===== src/cu_consts.svh =====
//--------------------------------------------------------------------------
// Control unit constants
// Word and field widths, instruction field positions, opcode and funct
// codes of the supported MIPS-like instruction set
//--------------------------------------------------------------------------
`ifndef CU_CONSTS_SVH
`define CU_CONSTS_SVH

// Widths
`define CU_DATA_W      32
`define CU_REG_ADDR_W  5
`define CU_OPC_W       6
`define CU_FN_W        6
`define CU_IMM_W       16

// Field positions, LSB of each field
`define CU_OPC_LSB     26
`define CU_RS_LSB      21
`define CU_RT_LSB      16
`define CU_RD_LSB      11
`define CU_SHAMT_LSB   6
`define CU_FN_LSB      0

// Opcodes
`define CU_OPC_RTYPE   6'h00
`define CU_OPC_ADDI    6'h08
`define CU_OPC_MULI    6'h1d
`define CU_OPC_ANDI    6'h0c
`define CU_OPC_ORI     6'h0d
`define CU_OPC_LUI     6'h0f
`define CU_OPC_SLTI    6'h0a
`define CU_OPC_BEQ     6'h04
`define CU_OPC_BNE     6'h05
`define CU_OPC_LW      6'h23
`define CU_OPC_SW      6'h2b
`define CU_OPC_J       6'h02
`define CU_OPC_JAL     6'h03

// R-type funct codes
`define CU_FN_ADD      6'h20
`define CU_FN_SUB      6'h22
`define CU_FN_MUL      6'h2c
`define CU_FN_AND      6'h24
`define CU_FN_OR       6'h25
`define CU_FN_NOR      6'h27
`define CU_FN_SLT      6'h2a
`define CU_FN_SLL      6'h01
`define CU_FN_SRL      6'h02
`define CU_FN_JR       6'h08

// jal writes its return address here
`define CU_LINK_REG    31

`endif


===== src/cu_pkg.sv =====
//--------------------------------------------------------------------------
// Control unit package
// Width types, stage and select enums, decoded instruction record,
// datapath control word and APB request
//--------------------------------------------------------------------------
`default_nettype none

`include "cu_consts.svh"

package cu_pkg;

  // Plain widths
  typedef logic [`CU_DATA_W-1:0]     word_t;
  typedef logic [`CU_REG_ADDR_W-1:0] reg_addr_t;
  typedef logic [`CU_OPC_W-1:0]      opcode_t;
  typedef logic [`CU_FN_W-1:0]       funct_t;

  // Multi-cycle stages, one instruction at a time
  typedef enum logic [2:0] {
    STG_FETCH, STG_DECODE, STG_EXECUTE, STG_MEMORY, STG_WRITEBACK
  } proc_stage_t;

  // Instruction classes, grouped by how the datapath treats them
  typedef enum logic [3:0] {
    CLS_ALU_REG, CLS_ALU_SHIFT, CLS_ALU_IMM_S, CLS_ALU_IMM_Z, CLS_LUI,
    CLS_BEQ, CLS_BNE, CLS_LOAD, CLS_STORE, CLS_JR, CLS_JUMP, CLS_JAL,
    CLS_ILLEGAL
  } instr_class_t;

  typedef enum logic [3:0] {
    ALU_NOP, ALU_ADD, ALU_SUB, ALU_MUL, ALU_SHL, ALU_SHR,
    ALU_AND, ALU_OR, ALU_NOR, ALU_SLT
  } alu_op_t;

  // Next PC source
  typedef enum logic [2:0] {PC_HOLD, PC_INC, PC_BRANCH, PC_JUMP, PC_REG} pc_sel_t;

  // Register write address source
  typedef enum logic [1:0] {WSEL_RD, WSEL_RT, WSEL_LINK} wsel_t;

  // Register write data source
  typedef enum logic [1:0] {WD_ALU, WD_MEM, WD_LUI_IMM, WD_PC_NEXT} wdata_sel_t;

  // ALU second operand source
  typedef enum logic [1:0] {SRC2_REG, SRC2_SIMM, SRC2_ZIMM, SRC2_SHAMT} src2_sel_t;

  // Held for the whole life of one instruction
  typedef struct packed {
    instr_class_t iclass;
    alu_op_t      alu_op;
    src2_sel_t    src2_sel;
    reg_addr_t    rs;
    reg_addr_t    rt;
    reg_addr_t    rd;
  } decoded_instr_t;

  // Per-stage control word to the datapath
  typedef struct packed {
    pc_sel_t    pc_sel;
    logic       rf_read;
    logic       rf_write;
    wsel_t      wsel;
    wdata_sel_t wdata_sel;
    alu_op_t    alu_op;
    src2_sel_t  src2_sel;
    logic       ir_load;
  } ctrl_word_t;

  // APB requester strobes, address and data come from the datapath
  typedef struct packed {
    logic psel;
    logic penable;
    logic pwrite;
  } apb_req_t;

endpackage

`default_nettype wire


===== src/cu_sequencer.sv =====
//--------------------------------------------------------------------------
// Stage sequencer
// Five-stage FSM with the APB requester phases for instruction fetch
// and the lw/sw data access, stretched by pready
//--------------------------------------------------------------------------
`timescale 1ns/10ps
`default_nettype none

module cu_sequencer (
  input  logic                   CLK,
  input  logic                   rst_n,
  input  logic                   pready,
  input  cu_pkg::decoded_instr_t dec,
  output cu_pkg::proc_stage_t    stage,
  output cu_pkg::apb_req_t       apb,
  output logic                   ir_load
);
  import cu_pkg::*;

  proc_stage_t stage_nxt;
  apb_req_t    apb_nxt;
  logic        xfer_done;
  logic        data_xfer;

  // Access phase with pready high ends the transfer
  assign xfer_done = apb.psel & apb.penable & pready;
  assign data_xfer = (dec.iclass == CLS_LOAD) || (dec.iclass == CLS_STORE);

  // Instruction register captures prdata on the fetch completion edge
  assign ir_load = (stage == STG_FETCH) && xfer_done;

  always_comb
  begin
    stage_nxt = stage;
    apb_nxt   = apb;
    // Setup phase is always a single cycle
    if (apb.psel && !apb.penable)
    begin
      apb_nxt.penable = 1'b1;
    end
    case (stage)
      STG_FETCH:
      begin
        if (xfer_done)
        begin
          stage_nxt = STG_DECODE;
          apb_nxt   = '0;
        end
      end
      STG_DECODE: stage_nxt = STG_EXECUTE;
      STG_EXECUTE:
      begin
        stage_nxt = STG_MEMORY;
        // Data access starts together with the memory stage
        if (data_xfer)
        begin
          apb_nxt.psel   = 1'b1;
          apb_nxt.pwrite = (dec.iclass == CLS_STORE);
        end
      end
      STG_MEMORY:
      begin
        // Single cycle when idle, else wait for completion
        if (!apb.psel || xfer_done)
        begin
          stage_nxt = STG_WRITEBACK;
          apb_nxt   = '0;
        end
      end
      STG_WRITEBACK:
      begin
        stage_nxt    = STG_FETCH;
        apb_nxt      = '0;
        apb_nxt.psel = 1'b1;
      end
      default:
      begin
        // Unused encodings fall back into write-back
        stage_nxt = STG_WRITEBACK;
        apb_nxt   = '0;
      end
    endcase
  end

  // Reset parks in write-back so the first edge out of reset opens a fetch
  always_ff @(posedge CLK)
  begin
    if (!rst_n)
    begin
      stage <= STG_WRITEBACK;
      apb   <= '0;
    end
    else
    begin
      stage <= stage_nxt;
      apb   <= apb_nxt;
    end
  end

endmodule

`default_nettype wire


===== src/cu_instr_reg.sv =====
//--------------------------------------------------------------------------
// Instruction register
// Splits the fetched word and keeps it as a decoded instruction record
// for the five stages of its life
//--------------------------------------------------------------------------
`timescale 1ns/10ps
`default_nettype none

`include "cu_consts.svh"

module cu_instr_reg (
  input  logic                   CLK,
  input  logic                   rst_n,
  input  logic                   ir_load,
  input  cu_pkg::word_t          prdata,
  output cu_pkg::decoded_instr_t dec
);
  import cu_pkg::*;

  opcode_t        opcode;
  funct_t         funct;
  decoded_instr_t dec_nxt;

  // Record with class, ALU op and operand select, fields cleared
  function automatic decoded_instr_t kind(
    input instr_class_t c,
    input alu_op_t      op,
    input src2_sel_t    s2
  );
    decoded_instr_t d;
    d          = '0;
    d.iclass   = c;
    d.alu_op   = op;
    d.src2_sel = s2;
    return d;
  endfunction

  assign opcode = prdata[`CU_OPC_LSB +: `CU_OPC_W];
  assign funct  = prdata[`CU_FN_LSB +: `CU_FN_W];

  always_comb
  begin
    case (opcode)
      `CU_OPC_RTYPE:
      begin
        case (funct)
          `CU_FN_ADD: dec_nxt = kind(CLS_ALU_REG, ALU_ADD, SRC2_REG);
          `CU_FN_SUB: dec_nxt = kind(CLS_ALU_REG, ALU_SUB, SRC2_REG);
          `CU_FN_MUL: dec_nxt = kind(CLS_ALU_REG, ALU_MUL, SRC2_REG);
          `CU_FN_AND: dec_nxt = kind(CLS_ALU_REG, ALU_AND, SRC2_REG);
          `CU_FN_OR:  dec_nxt = kind(CLS_ALU_REG, ALU_OR, SRC2_REG);
          `CU_FN_NOR: dec_nxt = kind(CLS_ALU_REG, ALU_NOR, SRC2_REG);
          `CU_FN_SLT: dec_nxt = kind(CLS_ALU_REG, ALU_SLT, SRC2_REG);
          // Shifts take the amount from the shamt field
          `CU_FN_SLL: dec_nxt = kind(CLS_ALU_SHIFT, ALU_SHL, SRC2_SHAMT);
          `CU_FN_SRL: dec_nxt = kind(CLS_ALU_SHIFT, ALU_SHR, SRC2_SHAMT);
          `CU_FN_JR:  dec_nxt = kind(CLS_JR, ALU_NOP, SRC2_REG);
          default:    dec_nxt = kind(CLS_ILLEGAL, ALU_NOP, SRC2_REG);
        endcase
      end
      `CU_OPC_ADDI: dec_nxt = kind(CLS_ALU_IMM_S, ALU_ADD, SRC2_SIMM);
      `CU_OPC_MULI: dec_nxt = kind(CLS_ALU_IMM_S, ALU_MUL, SRC2_SIMM);
      `CU_OPC_SLTI: dec_nxt = kind(CLS_ALU_IMM_S, ALU_SLT, SRC2_SIMM);
      // Logical immediates are zero extended
      `CU_OPC_ANDI: dec_nxt = kind(CLS_ALU_IMM_Z, ALU_AND, SRC2_ZIMM);
      `CU_OPC_ORI:  dec_nxt = kind(CLS_ALU_IMM_Z, ALU_OR, SRC2_ZIMM);
      `CU_OPC_LUI:  dec_nxt = kind(CLS_LUI, ALU_NOP, SRC2_REG);
      // Branches compare by subtraction, zero flag decides
      `CU_OPC_BEQ:  dec_nxt = kind(CLS_BEQ, ALU_SUB, SRC2_REG);
      `CU_OPC_BNE:  dec_nxt = kind(CLS_BNE, ALU_SUB, SRC2_REG);
      // Address is base plus signed offset
      `CU_OPC_LW:   dec_nxt = kind(CLS_LOAD, ALU_ADD, SRC2_SIMM);
      `CU_OPC_SW:   dec_nxt = kind(CLS_STORE, ALU_ADD, SRC2_SIMM);
      `CU_OPC_J:    dec_nxt = kind(CLS_JUMP, ALU_NOP, SRC2_REG);
      `CU_OPC_JAL:  dec_nxt = kind(CLS_JAL, ALU_NOP, SRC2_REG);
      default:      dec_nxt = kind(CLS_ILLEGAL, ALU_NOP, SRC2_REG);
    endcase
    dec_nxt.rs = prdata[`CU_RS_LSB +: `CU_REG_ADDR_W];
    dec_nxt.rt = prdata[`CU_RT_LSB +: `CU_REG_ADDR_W];
    dec_nxt.rd = prdata[`CU_RD_LSB +: `CU_REG_ADDR_W];
  end

  always_ff @(posedge CLK)
  begin
    if (!rst_n)
    begin
      dec <= kind(CLS_ILLEGAL, ALU_NOP, SRC2_REG);
    end
    else if (ir_load)
    begin
      dec <= dec_nxt;
    end
  end

endmodule

`default_nettype wire


===== src/cu_ctrl_gen.sv =====
//--------------------------------------------------------------------------
// Control word generator
// Combinational control word per stage from the decoded instruction
// and the ALU zero flag
//--------------------------------------------------------------------------
`timescale 1ns/10ps
`default_nettype none

module cu_ctrl_gen (
  input  cu_pkg::proc_stage_t    stage,
  input  cu_pkg::decoded_instr_t dec,
  input  logic                   zero,
  output cu_pkg::ctrl_word_t     ctrl
);
  import cu_pkg::*;

  logic       branch_taken;
  logic       writes_rf;
  wsel_t      wb_wsel;
  wdata_sel_t wb_wdata;
  pc_sel_t    wb_pc;

  // beq on equal, bne on not equal
  assign branch_taken = ((dec.iclass == CLS_BEQ) && zero) ||
                        ((dec.iclass == CLS_BNE) && !zero);

  // Classes with a register result
  assign writes_rf = dec.iclass inside {CLS_ALU_REG, CLS_ALU_SHIFT, CLS_ALU_IMM_S,
                                        CLS_ALU_IMM_Z, CLS_LUI, CLS_LOAD, CLS_JAL};

  //------------------------------------------------------------------------
  // Write-back selects
  //------------------------------------------------------------------------
  always_comb
  begin
    // Immediate forms write rt, jal writes the link register
    case (dec.iclass)
      CLS_ALU_IMM_S, CLS_ALU_IMM_Z, CLS_LUI, CLS_LOAD: wb_wsel = WSEL_RT;
      CLS_JAL: wb_wsel = WSEL_LINK;
      default: wb_wsel = WSEL_RD;
    endcase

    case (dec.iclass)
      CLS_LOAD: wb_wdata = WD_MEM;
      CLS_LUI:  wb_wdata = WD_LUI_IMM;
      CLS_JAL:  wb_wdata = WD_PC_NEXT;
      default:  wb_wdata = WD_ALU;
    endcase

    // Illegal codes just step over
    case (dec.iclass)
      CLS_BEQ, CLS_BNE:  wb_pc = branch_taken ? PC_BRANCH : PC_INC;
      CLS_JUMP, CLS_JAL: wb_pc = PC_JUMP;
      CLS_JR:            wb_pc = PC_REG;
      default:           wb_pc = PC_INC;
    endcase
  end

  //------------------------------------------------------------------------
  // Per-stage control word
  //------------------------------------------------------------------------
  always_comb
  begin
    // Idle word, PC held and no register write
    ctrl.pc_sel    = PC_HOLD;
    ctrl.rf_read   = 1'b0;
    ctrl.rf_write  = 1'b0;
    ctrl.wsel      = WSEL_RD;
    ctrl.wdata_sel = WD_ALU;
    ctrl.alu_op    = ALU_NOP;
    ctrl.src2_sel  = SRC2_REG;
    ctrl.ir_load   = 1'b0;
    case (stage)
      STG_FETCH: ctrl.ir_load = 1'b1;
      // Read rs and rt
      STG_DECODE: ctrl.rf_read = 1'b1;
      STG_EXECUTE:
      begin
        // NOP and REG already come from decode for non-ALU classes
        ctrl.alu_op   = dec.alu_op;
        ctrl.src2_sel = dec.src2_sel;
      end
      STG_MEMORY:
      begin
        // sw needs the store data, jr the target register
        ctrl.rf_read = (dec.iclass == CLS_STORE) || (dec.iclass == CLS_JR);
      end
      STG_WRITEBACK:
      begin
        ctrl.rf_write  = writes_rf;
        ctrl.wsel      = wb_wsel;
        ctrl.wdata_sel = wb_wdata;
        ctrl.pc_sel    = wb_pc;
      end
      default: ctrl.ir_load = 1'b0;
    endcase
  end

endmodule

`default_nettype wire


===== src/cu_top.sv =====
//--------------------------------------------------------------------------
// Control unit top level
// Stage sequencer, instruction register and control word generator
//--------------------------------------------------------------------------
`timescale 1ns/10ps
`default_nettype none

module cu_top (
  input  logic                CLK,
  input  logic                rst_n,
  input  logic                zero,
  input  logic                pready,
  input  cu_pkg::word_t       prdata,
  output cu_pkg::apb_req_t    apb,
  output cu_pkg::proc_stage_t stage,
  output cu_pkg::ctrl_word_t  ctrl
);
  import cu_pkg::*;

  // Fetch completion strobe
  logic           ir_load;
  // Current instruction, stable from decode to write-back
  decoded_instr_t dec;

  cu_sequencer seq_i (
    .CLK     (CLK),
    .rst_n   (rst_n),
    .pready  (pready),
    .dec     (dec),
    .stage   (stage),
    .apb     (apb),
    .ir_load (ir_load)
  );

  cu_instr_reg ireg_i (
    .CLK     (CLK),
    .rst_n   (rst_n),
    .ir_load (ir_load),
    .prdata  (prdata),
    .dec     (dec)
  );

  cu_ctrl_gen cgen_i (
    .stage (stage),
    .dec   (dec),
    .zero  (zero),
    .ctrl  (ctrl)
  );

endmodule

`default_nettype wire


===== config.mk =====
export PLATFORM = sky130hd
export DESIGN_NAME = cu_top
export DESIGN_NICKNAME = d
export VERILOG_FILES = /design/src/cu_pkg.sv /design/src/cu_sequencer.sv /design/src/cu_instr_reg.sv /design/src/cu_ctrl_gen.sv /design/src/cu_top.sv
export VERILOG_INCLUDE_DIRS = /design/src /design/src/src
export SDC_FILE = /design/constraint.sdc
export NUM_CORES = 1
export LEC_CHECK = 0
export BUFFER_PORTS_ARGS = -buffer_cell sky130_fd_sc_hd__buf_2
export CAP_MARGIN = 20
export CORE_UTILIZATION = 40
export CTS_BUF_LIST = sky130_fd_sc_hd__clkbuf_2 sky130_fd_sc_hd__clkbuf_4 sky130_fd_sc_hd__clkbuf_8
export CTS_CLUSTER_SIZE = 16
export DETAILED_ROUTE_END_ITERATION = 7
export PLACE_DENSITY = 0.71
export SETUP_SLACK_MARGIN = 0.15
export SYNTH_ARGS = -nofsm -noshare
export SYNTH_HDL_FRONTEND = slang
export SYNTH_HIERARCHICAL = 1
export SYNTH_SLANG_ARGS = --single-unit

===== constraint.sdc =====
create_clock -name CLK -period 2.45 [get_ports CLK]
set_input_delay 0.49 -clock CLK [delete_from_list [all_inputs] [get_ports CLK]]
set_output_delay 0.49 -clock CLK [all_outputs]
set_load 0.01 [all_outputs]

# Word-level counts from Yosys, hierarchy flattened
# Cells that the tools add are included.
# Widths: inputs -> output; s select.
[op_classes] add_sub_neg=0 multipliers=0 div_mod_pow=0 magnitude_cmp=0 n_eq_ne=40 n_shift=0 n_mux=22 bitwise_logic=3 n_reduce_logical=21
[op_table] op="$pmux 25 s13" n=1
[op_table] op="$pmux 25 s10" n=1
[op_table] op="$eq 6x6->1 const B" n=9
[op_table] op="$eq 6x4->1 const B" n=6
[op_table] op="$eq 6x2->1 const B" n=3
[op_table] op="$eq 4x3->1 const B" n=4
[op_table] op="$eq 4x4->1 const B" n=4
[op_table] op="$mux 3" n=5
[op_table] op="$pmux 3 s5" n=1
[op_table] op="$eq 6x3->1 const B" n=2
[op_table] op="$pmux 3 s3" n=1
[op_table] op="$eq 4x2->1 const B" n=2
[op_table] op="$reduce_bool 7->1" n=1
[op_table] op="$eq 3x2->1 const B" n=2
[op_table] op="$eq 6x1->1 const B" n=1
[op_table] op="$eq 6x5->1 const B" n=1
[op_table] op="$logic_not 6->1" n=1
[op_table] op="$mux 6" n=1
[op_table] op="$ne 2x2->1 const B" n=3
[op_table] op="$pmux 2 s3" n=1
[op_table] op="$reduce_or 2->1" n=3
[op_table] op="$mux 5" n=1
[op_table] op="$pmux 1 s5" n=1
[op_table] op="$eq 4x1->1 const B" n=1
[op_table] op="other kinds (18)" n=30
[word_totals] ff_bits=16 latch_bits=0 ram_bits=0 mem_bits_ro=0 output_inout_bits=22 n_memories=0

# Logic depth before layout (Yosys ltp)
[logic_depth] ltp_word=6 depth_mapped=7

# Cells and area by module
# Netlist, hierarchy kept.
[modules_own_cells] module="cu_instr_reg" n_inst=1 cells_each=187 area_each_um2=1486.4 seq_area_each_um2=500.5
[modules_own_cells] module="cu_sequencer" n_inst=1 cells_each=39 area_each_um2=345.3 seq_area_each_um2=120.1
[modules_own_cells] module="cu_ctrl_gen" n_inst=1 cells_each=38 area_each_um2=249.0 seq_area_each_um2=0.0

# Least setup slack after synthesis
# No wires, ideal clock.
[synth_timing] path_kind="reg-to-reg" startpoint="reg seq_i.stage[1]" endpoint="reg, netlist name ireg_i/dec[10]" setup_ns=0.128 arrival_ns=1.795 t_required_ns=2.322 path_slack_ns=0.527 stages_incl_launch_ff=7 n_path_buf=2 path_cell_list="dfxtp_1 > buf_6 > nor2_1 > nor4b_1 > buf_1 > mux2i_1 > nor2_1"
[synth_lines] item="start, declared" line_no="cu_sequencer.sv:14" source="output cu_pkg::proc_stage_t stage,"
[synth_lines] item="start signal, assigned" line_no="cu_sequencer.sv:95" source="stage <= stage_nxt;"

==> metrics.csv <==
stage,metric,value,unit
setup_path,r2r_start,ireg_i/dec[24]$_SDFFE_PN1P_,
hold_path,worst_hold_path.endpoint,ireg_i/dec[18]$_SDFFE_PN0P_,
global_routing,grtUsageTotal,0.188,
clock_tree,cts.sink_count,16,
setup_path,worst_setup_path_start_kind,flop,
global_routing,number_of_antenna_violations_at_the_first_check_in_global_routing,0,
hold_path,worst_hold_path_stage_count,2,
routing,drt_first_iter_violations,64,
place,gp_routability_congestion,0.864,
clock_tree,holdBufCountCts,0,
clock_tree,cts_htree_levels,1,
setup_path,setup.worst_path.class,flop to output port,
place,numPortBuffers,37,
routing,route.detailed.vias_per_inst,5.68,
clock_tree,cts_made_buffers,3,
floorplanning,die_width,64.6,µm
global_routing,grt_overflow,0,
setup_path,slowest_stage,sky130_fd_sc_hd__dfxtp_1,
routing,firstDrtPassIters,5,
setup_path,flop_to_flop_setup_slack,790,ps
clock_tree,tritoncts,done,
hold_path,min-delay-start,ireg_i/dec[18]$_SDFFE_PN0P_,
timing,final_worst_clock_skew,4.03,ps
timing,hold_viol,0,
setup_path,crit_path_largest_cell_delay,600,ps
timing,max-slew-margin-rel,0.696,
routing,route.vias.total,1653,
setup_path,crit_buf_inv,1,
timing,setup-tns-final,0,ps
clock_tree,ctsLongestPathBuffers,2,
routing,drt_drc_violations_left,0,
setup_path,cp-startpoint,seq_i/stage[2]$_SDFFE_PN1P_,
setup_path,crit_path_required_time,1960,ps
clock_tree,cts_root_buf,sky130_fd_sc_hd__clkbuf_8,
logic_synthesis,syn_area,1570,µm²
place,cell_total_after_placement,287,
setup_path,crit_path_end_kind,output port,
flow_run,max-cap-violations,0,
power_and_ir_drop,power.density,340,nW/µm²
clock_tree,clk_pin_slew,60,ps
logic_synthesis,postSynthNetCount,253,
timing,worst_pin_slew,456,ps
outcome,outcome,finished clean,
finish,layout.core_utilization,0.486,
logic_synthesis,synth_warnings,6,
setup_path,critical_path.max_fanout,13,
finish,most_used_cells_in_the_layout_excluding_fill_and_tap_cells,"sky130_fd_sc_hd__buf_2 (37), sky130_fd_sc_hd__a21oi_1 (18), sky130_fd_sc_hd__nor2_1 (16), sky130_fd_sc_hd__dfxtp_1 (16), sky130_fd_sc_hd__o21ai_0 (15)",
floorplanning,start_util,0.422,
timing,clock.fmax,0.495,GHz
timing,whs,458,ps
finish,leading_cell_type_in_the_layout_fill_and_taps_excluded,sky130_fd_sc_hd__buf_2,
finish,synthToLayoutAreaGrowth,15.3,%
routing,postRouteWirelength,3.65,mm
timing,unrepaired_setup_endpoints_after_global_routing,no,
routing,route.antenna.remaining_nets,0,
hold_path,worst_hold_path_type,flop to flop,
logic_synthesis,syn_inst,217,
floorplanning,fp.dieArea,4170,µm²
global_routing,grt_pass1_wl,6.44,mm
timing,final.min_clock_period,2020,ps
floorplanning,core_area,3720,µm²
setup_path,crit_path_cell_trace,nand2_2 -> o32ai_1 -> buf_2,
finish,nFillCells,385,
power_and_ir_drop,cellLeakagePower,0.780,nW
floorplanning,row_count,22,
setup_path,cp_top_family,flip-flops,
setup_path,worst_ep_arrival_time,1530,ps
floorplanning,floorplan.io_pins,58,
timing,final_max_slew_viol_count,0,
power_and_ir_drop,irDropWorstVdd,179,µV
finish,drive_above_1_share,0.230,
finish,finish.net_count,280,
routing,routed_wire_length_per_instance,12.6,µm
floorplanning,die_height,64.6,µm
timing,setup-violations-final,0,
global_routing,grt_max_degree,17,
finish,antenna-diode-count,0,
finish,finalNonFillerCells,291,
clock_tree,postCtsSetupBuffers,0,
place,dpl.hpwl,2.70,mm
logic_synthesis,synthesis.area_per_instance,7.22,µm²
global_routing,via_count_of_the_first_global_routing_pass,1507,
setup_path,worstReg2RegEnd,seq_i/apb[2]$_SDFFE_PN0P_,
clock_tree,clk_latency,250,ps
setup_path,timing.reg2reg.worst_path_depth,4,
timing,min_period_over_period,0.824,
## layer usage
metal | wire [µm] | global-route usage
met1 | 1760 | 0.251
met2 | 1740 | 0.322
met3 | 120 | 0.0176
met4 | 32 | 0.0500
met5 | 0 | 0
## repair_timing
item                                   in CTS  in global routing
setup endpoints to repair                   0                  6
resized for setup                           0                  1
endpoints found under the hold margin       0                  0
## final cells by class
| type | count | area, µm² | share of cell area |
|---|---|---|---|
| flip-flops and latches | 16 | 320 | 0.177 |
| repair buffers | 39 | 200 | 0.111 |
| well taps | 48 | 60.1 | 0.0333 |
| inverters | 11 | 41.3 | 0.0229 |
| clock buffers | 4 | 55.1 | 0.0305 |
| multi-input cells | 173 | 1130 | 0.625 |
## where the power goes
group	switching, mW	leakage, nW	total, mW	internal [mW]
clock	0.0906	0.0288	0.233	0.143
combinational	0.0705	0.622	0.113	0.0423
sequential	0.00567	0.129	0.268	0.263
## tightest hold or removal path: cells and delay by family (launching register included)
kind | cells | cell delay [ps]
flip-flops | 1 | 300
AND/OR/NAND/NOR | 1 | 60
AO/OA/AOI/OAI | 1 | 50
## registers in the layout, indices dropped and copies added (netlist names)
| register | flops |
|---|---|
| ireg_i/dec | 10 |
| seq_i/apb | 3 |
| seq_i/stage | 3 |
## per-stage QoR
| stage | instance area [µm²] | setup slack [ps] | power, mW |
|---|---|---|---|
| floorplan | 1570 | 747 | 0.353 |
| global placement | 1750 | 471 | 0.385 |
| detailed placement | 1750 | 454 | 0.386 |
| CTS | 1800 | 226 | 0.619 |
| global route | 1810 | 322 | 0.645 |
| finish | 1810 | 432 | 0.614 |
## how the worst max path moves through the flow
stage                                  end  slack, ps  cells past startpoint
5_1_grt                           ctrl[14]        320                      3
3_5_place_dp   ireg_i/dec[24]$_SDFFE_PN1P_        450                      5
4_1_cts                            ctrl[5]        230                      3
3_3_place_gp   ireg_i/dec[18]$_SDFFE_PN0P_        470                      6
2_1_floorplan  ireg_i/dec[23]$_SDFFE_PN1P_        750                      6
6_report                          ctrl[14]        430                      3
Note: power is estimated with default switching activity, not from simulation.
